===== src/rtl/ex_pkg.sv =====
package ex_pkg;

    // datapath width of the core.
    localparam int xlen = 32;

    typedef logic [4:0] reg_idx_t;

    // instruction class that selects how the op field is read.
    typedef enum logic [1:0] {
        ex_alu     = 2'd0,
        ex_compare = 2'd1,
        ex_branch  = 2'd2,
        ex_jump    = 2'd3
    } execute_type_t;

    typedef enum logic [3:0] {
        op_add   = 4'd0,
        op_sub   = 4'd1,
        op_and   = 4'd2,
        op_or    = 4'd3,
        op_xor   = 4'd4,
        op_nor   = 4'd5,
        op_sll   = 4'd6,
        op_srl   = 4'd7,
        op_sra   = 4'd8,
        op_pass2 = 4'd9
    } alu_op_t;

    // shares the op field with alu_op_t.
    typedef enum logic [3:0] {
        cmp_eq  = 4'd0,
        cmp_ne  = 4'd1,
        cmp_lt  = 4'd2,
        cmp_ge  = 4'd3,
        cmp_ltu = 4'd4,
        cmp_geu = 4'd5
    } cmp_op_t;

    typedef enum logic [1:0] {sel_rj, sel_pc, sel_zero} src1_sel_t;
    typedef enum logic [1:0] {sel_rk, sel_imm, sel_four} src2_sel_t;

    typedef struct packed {
        execute_type_t ex_type;
        logic [3:0]    op;
        src1_sel_t     src1_sel;
        src2_sel_t     src2_sel;
        logic [2:0]    number_length;
        logic [1:0]    memory_rw;
        logic          writeback_valid;
        logic          writeback_src;
        reg_idx_t      rd_index;
    } ex_ctrl_t;

    typedef struct packed {
        logic [xlen-1:0] pc;
        logic [xlen-1:0] imm;
        logic [xlen-1:0] rj_value;
        logic [xlen-1:0] rk_value;
        reg_idx_t        rj_index;
        reg_idx_t        rk_index;
    } ex_data_t;

    typedef struct packed {
        logic [xlen-1:0] value;
        reg_idx_t        rd_index;
        logic            rd_we;
    } fwd_bus_t;

    typedef struct packed {
        logic eq;
        logic lt_s;
        logic lt_u;
    } cmp_flags_t;

    typedef struct packed {
        logic [xlen-1:0] result;
        logic            branch_taken;
        logic [xlen-1:0] branch_target;
        reg_idx_t        rd_index;
        logic [2:0]      number_length;
        logic [1:0]      memory_rw;
        logic            writeback_valid;
        logic            writeback_src;
    } ex_result_t;

endpackage


===== src/rtl/operand_forward.sv =====
`timescale 1ns/1ps

module operand_forward
    import ex_pkg::*;
(
    input  reg_idx_t        rj_index,
    input  reg_idx_t        rk_index,
    input  logic [xlen-1:0] rj_reg,
    input  logic [xlen-1:0] rk_reg,
    input  fwd_bus_t        mem1_fwd,
    input  fwd_bus_t        mem2_fwd,
    input  fwd_bus_t        wb_fwd,
    output logic [xlen-1:0] rj_fwd,
    output logic [xlen-1:0] rk_fwd
);

    // mem1 holds the youngest producer and wins over mem2 and writeback.
    function automatic logic [xlen-1:0] pick(
        input reg_idx_t        idx,
        input logic [xlen-1:0] reg_val,
        input fwd_bus_t        m1,
        input fwd_bus_t        m2,
        input fwd_bus_t        wb
    );
        if (idx == '0) begin
            return '0;
        end else if (m1.rd_we && m1.rd_index == idx) begin
            return m1.value;
        end else if (m2.rd_we && m2.rd_index == idx) begin
            return m2.value;
        end else if (wb.rd_we && wb.rd_index == idx) begin
            return wb.value;
        end
        return reg_val;
    endfunction

    always_comb begin
        rj_fwd = pick(rj_index, rj_reg, mem1_fwd, mem2_fwd, wb_fwd);
        rk_fwd = pick(rk_index, rk_reg, mem1_fwd, mem2_fwd, wb_fwd);
    end

    // r0 reads zero even when a later stage claims to write it.
    always_comb begin
        assert #0 (rj_index != '0 || rj_fwd == '0)
            else $error("rj forwarded nonzero for r0");
        assert #0 (rk_index != '0 || rk_fwd == '0)
            else $error("rk forwarded nonzero for r0");
    end

endmodule


===== src/rtl/int_alu.sv =====
`timescale 1ns/1ps

module int_alu
    import ex_pkg::*;
(
    input  alu_op_t         op,
    input  logic [xlen-1:0] src1,
    input  logic [xlen-1:0] src2,
    output logic [xlen-1:0] alu_out
);

    logic [4:0] shamt;

    // shifts only look at the low five bits.
    assign shamt = src2[4:0];

    always_comb begin
        case (op)
            op_add: begin
                alu_out = src1 + src2;
            end
            op_sub: begin
                alu_out = src1 - src2;
            end
            op_and: begin
                alu_out = src1 & src2;
            end
            op_or: begin
                alu_out = src1 | src2;
            end
            op_xor: begin
                alu_out = src1 ^ src2;
            end
            op_nor: begin
                alu_out = ~(src1 | src2);
            end
            op_sll: begin
                alu_out = src1 << shamt;
            end
            op_srl: begin
                alu_out = src1 >> shamt;
            end
            op_sra: begin
                alu_out = $unsigned($signed(src1) >>> shamt);
            end
            op_pass2: begin
                // upper immediate arrives already shifted in src2.
                alu_out = src2;
            end
            default: begin
                alu_out = '0;
            end
        endcase
    end

endmodule


===== src/rtl/compare_unit.sv =====
`timescale 1ns/1ps

module compare_unit
    import ex_pkg::*;
(
    input  logic [xlen-1:0] rj,
    input  logic [xlen-1:0] rk,
    output cmp_flags_t      flags
);

    logic sign_differs;
    logic low_less;

    assign sign_differs = rj[xlen-1] ^ rk[xlen-1];
    assign low_less     = rj[xlen-2:0] < rk[xlen-2:0];

    always_comb begin
        flags.eq   = (rj == rk);
        flags.lt_u = (rj < rk);
        // signs decide first and equal signs fall back to the low bits.
        if (sign_differs) begin
            flags.lt_s = rj[xlen-1];
        end else begin
            flags.lt_s = low_less;
        end
    end

    always_comb begin
        assert #0 (!(flags.eq && flags.lt_u))
            else $error("compare flags eq and lt_u both set");
    end

endmodule


===== src/rtl/result_merge.sv =====
`timescale 1ns/1ps

module result_merge
    import ex_pkg::*;
(
    input  ex_ctrl_t        ctrl,
    input  logic [xlen-1:0] pc,
    input  logic [xlen-1:0] imm,
    input  logic [xlen-1:0] alu_out,
    input  cmp_flags_t      flags,
    output ex_result_t      res
);

    cmp_op_t cond;
    logic    cond_true;

    assign cond = cmp_op_t'(ctrl.op);

    always_comb begin
        case (cond)
            cmp_eq:  cond_true = flags.eq;
            cmp_ne:  cond_true = !flags.eq;
            cmp_lt:  cond_true = flags.lt_s;
            cmp_ge:  cond_true = !flags.lt_s;
            cmp_ltu: cond_true = flags.lt_u;
            cmp_geu: cond_true = !flags.lt_u;
            default: cond_true = 1'b0;
        endcase
    end

    always_comb begin
        res.result        = alu_out;
        res.branch_taken  = 1'b0;
        res.branch_target = pc + imm;
        case (ctrl.ex_type)
            ex_compare: begin
                // set-less-than only knows the two less-than forms.
                if (cond == cmp_lt) begin
                    res.result = {{(xlen-1){1'b0}}, flags.lt_s};
                end else if (cond == cmp_ltu) begin
                    res.result = {{(xlen-1){1'b0}}, flags.lt_u};
                end else begin
                    res.result = '0;
                end
            end
            ex_branch: begin
                res.branch_taken = cond_true;
            end
            ex_jump: begin
                res.branch_taken  = 1'b1;
                res.branch_target = alu_out;
                res.result        = pc + xlen'(4);
            end
            default: begin
                res.result = alu_out;
            end
        endcase
        res.rd_index        = ctrl.rd_index;
        res.number_length   = ctrl.number_length;
        res.memory_rw       = ctrl.memory_rw;
        res.writeback_valid = ctrl.writeback_valid;
        res.writeback_src   = ctrl.writeback_src;
    end

endmodule


===== src/rtl/execute_stage.sv =====
`timescale 1ns/1ps

module execute_stage
    import ex_pkg::*;
(
    input  logic       clk,
    input  logic       rst_n,
    input  logic       stall,
    input  logic       clear,
    input  ex_ctrl_t   ctrl_in,
    input  ex_data_t   data_in,
    input  fwd_bus_t   mem1_fwd,
    input  fwd_bus_t   mem2_fwd,
    input  fwd_bus_t   wb_fwd,
    output ex_result_t ex_out,
    output logic       clear_out
);

    // a bubble writes nothing, touches no memory and never branches.
    localparam ex_ctrl_t bubble_ctrl = '{
        ex_type:         ex_alu,
        op:              4'd0,
        src1_sel:        sel_rj,
        src2_sel:        sel_rk,
        number_length:   3'd0,
        memory_rw:       2'd0,
        writeback_valid: 1'b0,
        writeback_src:   1'b0,
        rd_index:        5'd0
    };

    ex_ctrl_t        ctrl_q;
    ex_data_t        data_q;
    logic [xlen-1:0] rj_fwd;
    logic [xlen-1:0] rk_fwd;
    logic [xlen-1:0] src1;
    logic [xlen-1:0] src2;
    logic [xlen-1:0] alu_out;
    alu_op_t         alu_op;
    cmp_flags_t      flags;

    // clear wins over stall.
    always_ff @(posedge clk or negedge rst_n) begin
        if (!rst_n) begin
            ctrl_q    <= bubble_ctrl;
            clear_out <= 1'b0;
        end else begin
            clear_out <= clear;
            if (clear) begin
                ctrl_q <= bubble_ctrl;
            end else if (!stall) begin
                ctrl_q <= ctrl_in;
            end
        end
    end

    always_ff @(posedge clk or negedge rst_n) begin
        if (!rst_n) begin
            data_q <= '0;
        end else if (clear || !stall) begin
            data_q <= data_in;
        end
    end

    operand_forward u_forward (
        .rj_index (data_q.rj_index),
        .rk_index (data_q.rk_index),
        .rj_reg   (data_q.rj_value),
        .rk_reg   (data_q.rk_value),
        .mem1_fwd (mem1_fwd),
        .mem2_fwd (mem2_fwd),
        .wb_fwd   (wb_fwd),
        .rj_fwd   (rj_fwd),
        .rk_fwd   (rk_fwd)
    );

    always_comb begin
        case (ctrl_q.src1_sel)
            sel_rj:  src1 = rj_fwd;
            sel_pc:  src1 = data_q.pc;
            default: src1 = '0;
        endcase
        case (ctrl_q.src2_sel)
            sel_rk:   src2 = rk_fwd;
            sel_imm:  src2 = data_q.imm;
            sel_four: src2 = xlen'(4);
            default:  src2 = '0;
        endcase
    end

    assign alu_op = alu_op_t'(ctrl_q.op);

    int_alu u_alu (
        .op      (alu_op),
        .src1    (src1),
        .src2    (src2),
        .alu_out (alu_out)
    );

    // the comparator sees the forwarded register operands and ignores the selects.
    compare_unit u_compare (
        .rj    (rj_fwd),
        .rk    (rk_fwd),
        .flags (flags)
    );

    result_merge u_merge (
        .ctrl    (ctrl_q),
        .pc      (data_q.pc),
        .imm     (data_q.imm),
        .alu_out (alu_out),
        .flags   (flags),
        .res     (ex_out)
    );

    clear_out_follows_clear: assert property (
        @(posedge clk) disable iff (!rst_n)
        clear_out |-> $past(clear)
    ) else $error("clear_out without clear");

    stall_holds_ctrl: assert property (
        @(posedge clk) disable iff (!rst_n)
        (stall && !clear) |=> $stable(ctrl_q)
    ) else $error("stage control changed under stall");

endmodule


===== config.mk =====
export PLATFORM = sky130hd
export DESIGN_NAME = execute_stage
export DESIGN_NICKNAME = d
export VERILOG_FILES = /design/src/rtl/ex_pkg.sv /design/src/rtl/operand_forward.sv /design/src/rtl/int_alu.sv /design/src/rtl/compare_unit.sv /design/src/rtl/result_merge.sv /design/src/rtl/execute_stage.sv
export SDC_FILE = /design/constraint.sdc
export NUM_CORES = 1
export LEC_CHECK = 0
export ABC_AREA = 1
export BUFFER_PORTS_ARGS = -buffer_cell sky130_fd_sc_hd__buf_4
export CAP_MARGIN = 10
export CORE_MARGIN = 4
export CORE_UTILIZATION = 50
export DETAILED_ROUTE_END_ITERATION = 8
export PLACE_DENSITY = 0.69
export SETUP_SLACK_MARGIN = 0.15
export SYNTH_ARGS = -nofsm -noshare
export SYNTH_HDL_FRONTEND = slang
export SYNTH_SLANG_ARGS = --single-unit

===== constraint.sdc =====
create_clock -name clk -period 9.7 [get_ports clk]
set_input_delay 0.485 -clock clk [delete_from_list [all_inputs] [get_ports clk]]
set_output_delay 0.485 -clock clk [all_outputs]
set_load 0.01 [all_outputs]

# Yosys cells after proc, flatten, opt, wreduce, memory -nomap -nowiden

Cells that the tools add are included.

Register bits: 161
Input port bits: 278
Output and inout bits: 78
Logic and storage cells: 99

Add/sub/neg operators: 4
$lt $le $gt $ge: 2
Equality and inequality tests: 23
Shift-type cells: 3
Multiplexer cells: 30
Bitwise operators: 5
Reduce and logical (&&, ||, !) cells: 16

Operator list:

| kind                  | count |
|---|---|
| $mux 32               | 11 |
| $pmux 32 s10          | 1 |
| $pmux 32 s2           | 2 |
| $pmux 32 s3           | 1 |
| $add 32x32->32        | 2 |
| $mux 22               | 2 |
| $add 32x3->32 const B | 1 |
| $and 32x32->32        | 1 |
| $eq 32x32->1          | 1 |
| $lt 32x32->1          | 1 |
| $not 32->32           | 1 |
| $or 32x32->32         | 1 |
| $shl 32x5->32         | 1 |
| $shr 32x5->32         | 1 |
| $sshr 32x5->32        | 1 |
| $sub 32x32->32        | 1 |
| $xor 32x32->32        | 1 |
| $lt 31x31->1          | 1 |
| $eq 5x5->1            | 6 |
| $eq 4x3->1 const B    | 4 |
| $mux 1                | 11 |
| $logic_not 5->1       | 2 |
| $eq 4x2->1 const B    | 2 |
| $eq 4x4->1 const B    | 2 |
| 12 further kinds      | 25 |

# Depth between registers and ports, before layout

Gate-level depths: netlist of run 1.

Depth in word-level cells: 12
Mapped depth: 38
Gate-level depth less buffers: 37

# Hierarchy

From an unflattened synthesis of run 1, not the netlist that was laid out.

Cell total of the unflattened synthesis: 4673
Area, all modules: 25220.4 µm²

By module, submodules not included:

| module          | instances | cells each | area an instance (µm²) | seq. area each (µm²) |
|---|---|---|---|---|
| int_alu         | 1         | 1946       | 9486.6                 | 0.0 |
| execute_stage   | 1         | 916        | 7310.8                 | 4028.9 |
| result_merge    | 1         | 846        | 4002.6                 | 0.0 |
| operand_forward | 1         | 742        | 3196.8                 | 0.0 |
| compare_unit    | 1         | 223        | 1223.7                 | 0.0 |

# Worst setup path after synthesis of run 1

OpenSTA, ideal clock, no wires.

Path kind: input to output
Start point: input mem1_fwd[2] (netlist name)
End point: output ex_out[42] (netlist name)
Data arrival time: 4.715 ns
Required time: 9.215 ns
Slack: 4.500 ns
Stages: 37
Path buffers: 3
Path through: inv_1 nand2_1 nand2_1 nor2_1 nand3_2 buf_6 nor2_1 nor2_1 nand3_2 nand2_2 a21oi_4 buf_4 buf_2 ha_1 nand4_1 nand2b_4 nor3_1 nand3_1 nand2_1 xor2_1 inv_1 ha_1 nand2_1 inv_1 a21oi_1 inv_1 a21oi_1 inv_1 a221oi_1 nand2_1 or2_2 nand3_1 o2111ai_1 a21oi_1 nand2_1 nand2_1 nand2_1

RTL lines:

| item               | line                | RTL |
|---|---|---|
| start: declaration | execute_stage.sv:12 | `input fwd_bus_t mem1_fwd,` |
| end: declaration   | execute_stage.sv:15 | `output ex_result_t ex_out,` |

==> results of run 1 <==
[cell usage after synthesis, types with 57 or more instances]
master    count
nand3_1     477
inv_1       318
dfrtp_1     161
a21oi_1     158
clkbuf_1     65
buf_2        58
mux2_2       57
o21ai_0     224
ha_1        161
nand2_1    1207
nor2_1      349
[worst max-delay path by stage]
| stage | to | slack, ps | depth (start not counted) |
|---|---|---|---|
| after floorplan | ex_out[42] | 4500 | 37 |
| after global placement | ex_out[24] | 2430 | 34 |
| after detailed placement | ex_out[24] | 2320 | 32 |
| after CTS | ex_out[24] | 1940 | 33 |
| after global routing | ex_out[42] | 1390 | 38 |
| final | ex_out[24] | 1830 | 33 |
[area by class of cell]
| cell class | count | area, µm² | area share, % |
|---|---|---|---|
| Timing Repair Buffer | 400 | 3010 | 11.7 |
| Clock inverter | 15 | 165 | 0.644 |
| Sequential cell | 161 | 4030 | 15.7 |
| Clock buffer | 17 | 425 | 1.66 |
| Antenna cell | 2 | 5.00 | 0.0195 |
| Multi-Input combinational cell | 3052 | 16000 | 62.4 |
| Inverter | 339 | 1270 | 4.96 |
| Tap cell | 592 | 741 | 2.89 |
[layer usage]
metal / routed length (µm) / track usage (%) / share of wire [%]
met4: 7420 / 25.2 / 7.0
met3: 11800 / 9.07 / 11
met2: 43900 / 62.3 / 41
met5: 41 / 0 / 0.039
met1: 42900 / 58.0 / 40
[worst reg2reg max path, cell delays in order, from the launching register on]
cell and delay, ps:
dfrtp_1 480, inv_1 300, o21ai_0 170
[where the power goes]
group	internal [mW]	switching, mW
logic	0.882	1.88
registers	0.725	0.0526
clock network	0.344	0.350
[cell families after synthesis]
| group | share of synthesized area [%] |
|---|---|
| flops | 18.1 |
| buf+inv | 10.3 |
| xor+xnor | 2.16 |
| simple gates | 41.9 |
| mux | 2.88 |
| compound gates | 15.5 |
| fa+ha+maj | 9.21 |
[sequential cells by signal, summed over array words and instances (netlist names)]
signal     flops
clear_out      1
ctrl_q        18
alu_op         4
data_q       138
[cells in the final DEF (no fill, tap or decap), types with 22 or more instances in the layout]
cell / instances
nor2_1: 345
xor2_1: 44
a21oi_1: 158
o21ai_1: 38
dfrtp_1: 161
ha_1: 161
o21ai_0: 224
buf_4: 398
inv_1: 318
nand2_1: 1206
mux2_2: 57
nand4_1: 44
nand3_1: 477
o211ai_1: 22
==> flow_metrics.env, run 1 <==
export IMPL_status="finished, final reports clean"
export IMPL_fillers=4652
export IMPL_ys_flop_type="dfrtp_1"
export IMPL_drtIter0Drc=3851
export IMPL_holdWs_ps=155
export IMPL_first_pass_iters=8
export IMPL_finalPower_mw=4.23
export IMPL_holdPathStages=1
export IMPL_synthArstFlopShare_pct=100
export IMPL_fin_skew_ps=0
export IMPL_syn_avg_cell_area_um2=5.98
export IMPL_io_pins=356
export IMPL_cp_start_kind="flip-flop"
export IMPL_min_to="clear_out"
export IMPL_place_congestion=1.07
export IMPL_cpPeakStageDelay_ps=700
export IMPL_hpwl_um=86500
export IMPL_wl_per_cell_um=23.2
export IMPL_r2r_start="ctrl_q[20]"
export IMPL_track_usage_pct=42.7
export IMPL_syn_inst=3734
export IMPL_vias_per_cell=5.98
export IMPL_min_from="clear"
export IMPL_end_kind="primary output"
export IMPL_path_clk_slew_ps=70
export IMPL_antenna_found_initial=7
export IMPL_cp_top_family="simple AND/OR/NAND/NOR gates"
export IMPL_synth_largest_area_cell="nand2_1"
export IMPL_grt_ovfl_total=0
export IMPL_worstMarginPinSlew_ps=1380
export IMPL_rsz0062_at_grt="false"
export IMPL_ys_ff_latch=161
export IMPL_rows=77
export IMPL_grt_max_degree=90
export IMPL_final_area_um2=25700
export IMPL_drv_cap=0
export IMPL_critPathBufInv=8
export IMPL_crit_required_ps=9220
export IMPL_cts_max_level=4
export IMPL_timing_slew_headroom_pct=7.73
export IMPL_period_needed_ps=7870
export IMPL_crit_start="data_q[3]"
export IMPL_ant_nets=0
export IMPL_synth_top_area_share_pct=20.3
export IMPL_postPlaceCellArea_um2=25100
export IMPL_ys_warnings_count=0
export IMPL_max_freq_ghz=0.127
export IMPL_grt_pass1_vias=25100
export IMPL_syn_num_nets=4175
export IMPL_num_vias=27400
export IMPL_synth_area_um2=22300
export IMPL_tritoncts="done"
export IMPL_synth_area_leaders="nand2_1 (20%), dfrtp_1 (18%), nand3_1 (11%), ha_1 (9.0%), nor2_1 (5.9%)"
export IMPL_die_w_um=219
export IMPL_max_vdd_ir_drop_v=0.000181
export IMPL_setup_tns_ps=0
export IMPL_cts_hold_buf=1
export IMPL_reg2reg_depth=2
export IMPL_drcViolationCount=0
export IMPL_clockBufferDepth=2
export IMPL_slowest_stage="a211oi_1"
export IMPL_wl_um=106000
export IMPL_cts_buffers=17
export IMPL_clock_latency_ps=470
export IMPL_dpl_cell_count=4543
export IMPL_drv_slew=0
export IMPL_dpl_worst_slack_ps=2320
export IMPL_leakage_nw=13.7
export IMPL_seq_area_frac_synth_pct=18.1
export IMPL_synth_edf_count=0
export IMPL_fin_cells=4578
export IMPL_r2r_end="ctrl_q[20]"
export IMPL_fin_util_pct=58.1
export IMPL_ff2ff_setup_slack_ps=8590
export IMPL_worstPathMaxFanout=39
export IMPL_post_cts_resized=0
export IMPL_min_period_over_period_pct=81.1
export IMPL_synthToLayoutAreaGrowth_pct=15.0
export IMPL_setup_ws_ps=1830
export IMPL_drive_gt1_share_pct=15.9
export IMPL_die_area_um2=48100
export IMPL_cts_sinks=161
export IMPL_grt_pass1_wl_um=155000
export IMPL_fp_dieH_um=219
export IMPL_initial_core_util_pct=50.6
export IMPL_power_density_nw_per_um2=165
export IMPL_port_buffers=355
export IMPL_setup_viol=0
export IMPL_hp_class="input port to flip-flop"
export IMPL_clockRootBuffer="clkbuf_16"
export IMPL_ys_types=62
export IMPL_cts_setup_buffers=0
export IMPL_final_nets=4412
export IMPL_cpMostUsedCell="nand2_1"
export IMPL_core_area_um2=44100
export IMPL_crit_arrival_ps=7380
export IMPL_hold_viol_final=0
export IMPL_path_class="flip-flop to primary output"
No activity file was read; power rests on OpenSTA's default activity.
==> run 2, diff against run 1 <==
Settings changed: PLACE_DENSITY 0.69 to 0.72.
Clock period 9.7 ns to 7.2 ns, I/O delays scaled along.
==> flow_metrics.env, run 2 (synthesis gave the netlist of run 1 again) <==
export IMPL_wl_per_cell_um=23.6
export IMPL_layout_commonest_cell="nand2_1"
export IMPL_final_cell_mix="nand2_1 (1,206), nand3_1 (476), buf_4 (410)"
export IMPL_tritoncts="done"
export IMPL_grt_ovfl_total=0
export IMPL_path_clk_slew_ps=70
export IMPL_max_freq_ghz=0.149
export IMPL_max_vdd_ir_drop_v=0.000167
export IMPL_clockRootBuffer="clkbuf_16"
export IMPL_fillers=4570
export IMPL_crit_arrival_ps=6340
export IMPL_timing_slew_headroom_pct=26.1
export IMPL_dpl_cell_count=4557
export IMPL_postPlaceCellArea_um2=25200
export IMPL_io_pins=356
export IMPL_cts_sinks=161
export IMPL_drv_cap=0
export IMPL_antenna_found_initial=3
export IMPL_cpMostUsedCell="nand2_1"
export IMPL_holdPathStages=1
export IMPL_port_buffers=355
export IMPL_largest_reg_flops=138
export IMPL_period_needed_ps=6700
export IMPL_grt_pass1_wl_um=158000
export IMPL_drcViolationCount=0
export IMPL_worstMarginPinSlew_ps=1110
export IMPL_die_w_um=219
export IMPL_hp_class="input port to flip-flop"
export IMPL_leakage_nw=13.8
export IMPL_hold_viol_final=0
export IMPL_setup_tns_ps=0
export IMPL_first_pass_iters=8
export IMPL_top_register="data_q"
export IMPL_vias_per_cell=6.01
export IMPL_drv_slew=0
export IMPL_setup_ws_ps=498
export IMPL_status="finished, final reports clean"
export IMPL_slowest_stage="dfrtp_1"
export IMPL_synthToLayoutAreaGrowth_pct=15.9
export IMPL_grt_pass1_vias=25200
export IMPL_min_period_over_period_pct=93.1
export IMPL_crit_required_ps=6840
export IMPL_drive_gt1_share_pct=16.3
export IMPL_drtIter0Drc=4110
export IMPL_cpPeakStageDelay_ps=470
export IMPL_path_class="flip-flop to primary output"
export IMPL_fin_cells=4592
export IMPL_dpl_worst_slack_ps=758
export IMPL_ff2ff_setup_slack_ps=6030
export IMPL_setup_viol=0
export IMPL_track_usage_pct=43.6
export IMPL_ant_nets=0
export IMPL_grt_max_degree=110
export IMPL_final_nets=4428
export IMPL_wl_um=108000
export IMPL_power_density_nw_per_um2=224
export IMPL_core_area_um2=44100
export IMPL_cts_max_level=4
export IMPL_final_area_um2=25800
export IMPL_finalPower_mw=5.79
export IMPL_place_congestion=1.11
export IMPL_rsz0062_at_grt="false"
export IMPL_hpwl_um=88400
export IMPL_fin_util_pct=58.6
export IMPL_fin_skew_ps=0
export IMPL_worstPathMaxFanout=38
export IMPL_reg2reg_depth=2
export IMPL_rows=77
export IMPL_clockBufferDepth=2
export IMPL_cp_start_kind="flip-flop"
export IMPL_die_area_um2=48100
export IMPL_holdWs_ps=39.9
export IMPL_num_vias=27600
export IMPL_clock_latency_ps=450
export IMPL_fp_dieH_um=219
export IMPL_cts_buffers=17
export IMPL_initial_core_util_pct=50.6
export IMPL_end_kind="primary output"
==> run 2: power by group <==
part | total (mW) | internal, mW | switching [mW]
Combinational | 3.79 | 1.23 | 2.56
Clock | 0.946 | 0.491 | 0.455
Sequential | 1.05 | 0.977 | 0.0777
Total | 5.79 | 2.70 | 3.09
==> run 2: path summary, 6_finish.rpt <==
| check | startpoint | endpoint |
|---|---|---|
| setup / recovery | data_q[3] | ex_out[42] |
| hold / removal | clear | clear_out |
| setup reg to reg | ctrl_q[20] | ctrl_q[20] |
| hold reg to reg | ctrl_q[7] | ctrl_q[7] |
| max in group asynchronous | rst_n | data_q[60] |
| min in group asynchronous | rst_n | data_q[92] |
==> run 2: area by class of cell <==
| class | instances | area [µm²] | area share (%) |
|---|---|---|---|
| antenna | 1 | 2.50 | 0.00968 |
| sequential | 161 | 4030 | 15.6 |
| clock inverter | 13 | 145 | 0.561 |
| multi-input combinational | 3052 | 16100 | 62.1 |
| timing repair buffer | 416 | 3170 | 12.3 |
| inverter | 339 | 1280 | 4.95 |
| clock buffer | 18 | 429 | 1.66 |
| tap | 592 | 741 | 2.87 |
==> run 2: repair_timing <==
item / 4_1_cts / 5_1_grt
endpoints found under the hold margin: 17 / 0
hold buffers: 1 / 0
setup endpoints to repair: 0 / 30
buffers inserted: 0 / 2
gates resized for setup: 0 / 9
==> run 2: worst max-delay path: cells and delay by family (launching register included) <==
family                     cells  cell delay [ps]
and+or+nand+nor               20             2250
AOI/OAI and AO/OA              8             1570
buffers and inverters          7             1110
DFF                            1              470
adders and majority gates      1              300
xor gates and xnor gates       1              170
==> run 2: layer usage <==
layer / vias up / GRT usage, % / wire length (µm)
li1: 12800 / - / -
met1: 12700 / 58.9 / 43600
met2: 1696 / 63.7 / 44700
met3: 329 / 11.0 / 12900
met4: 2 / 23.2 / 7120
met5: - / 0 / 20
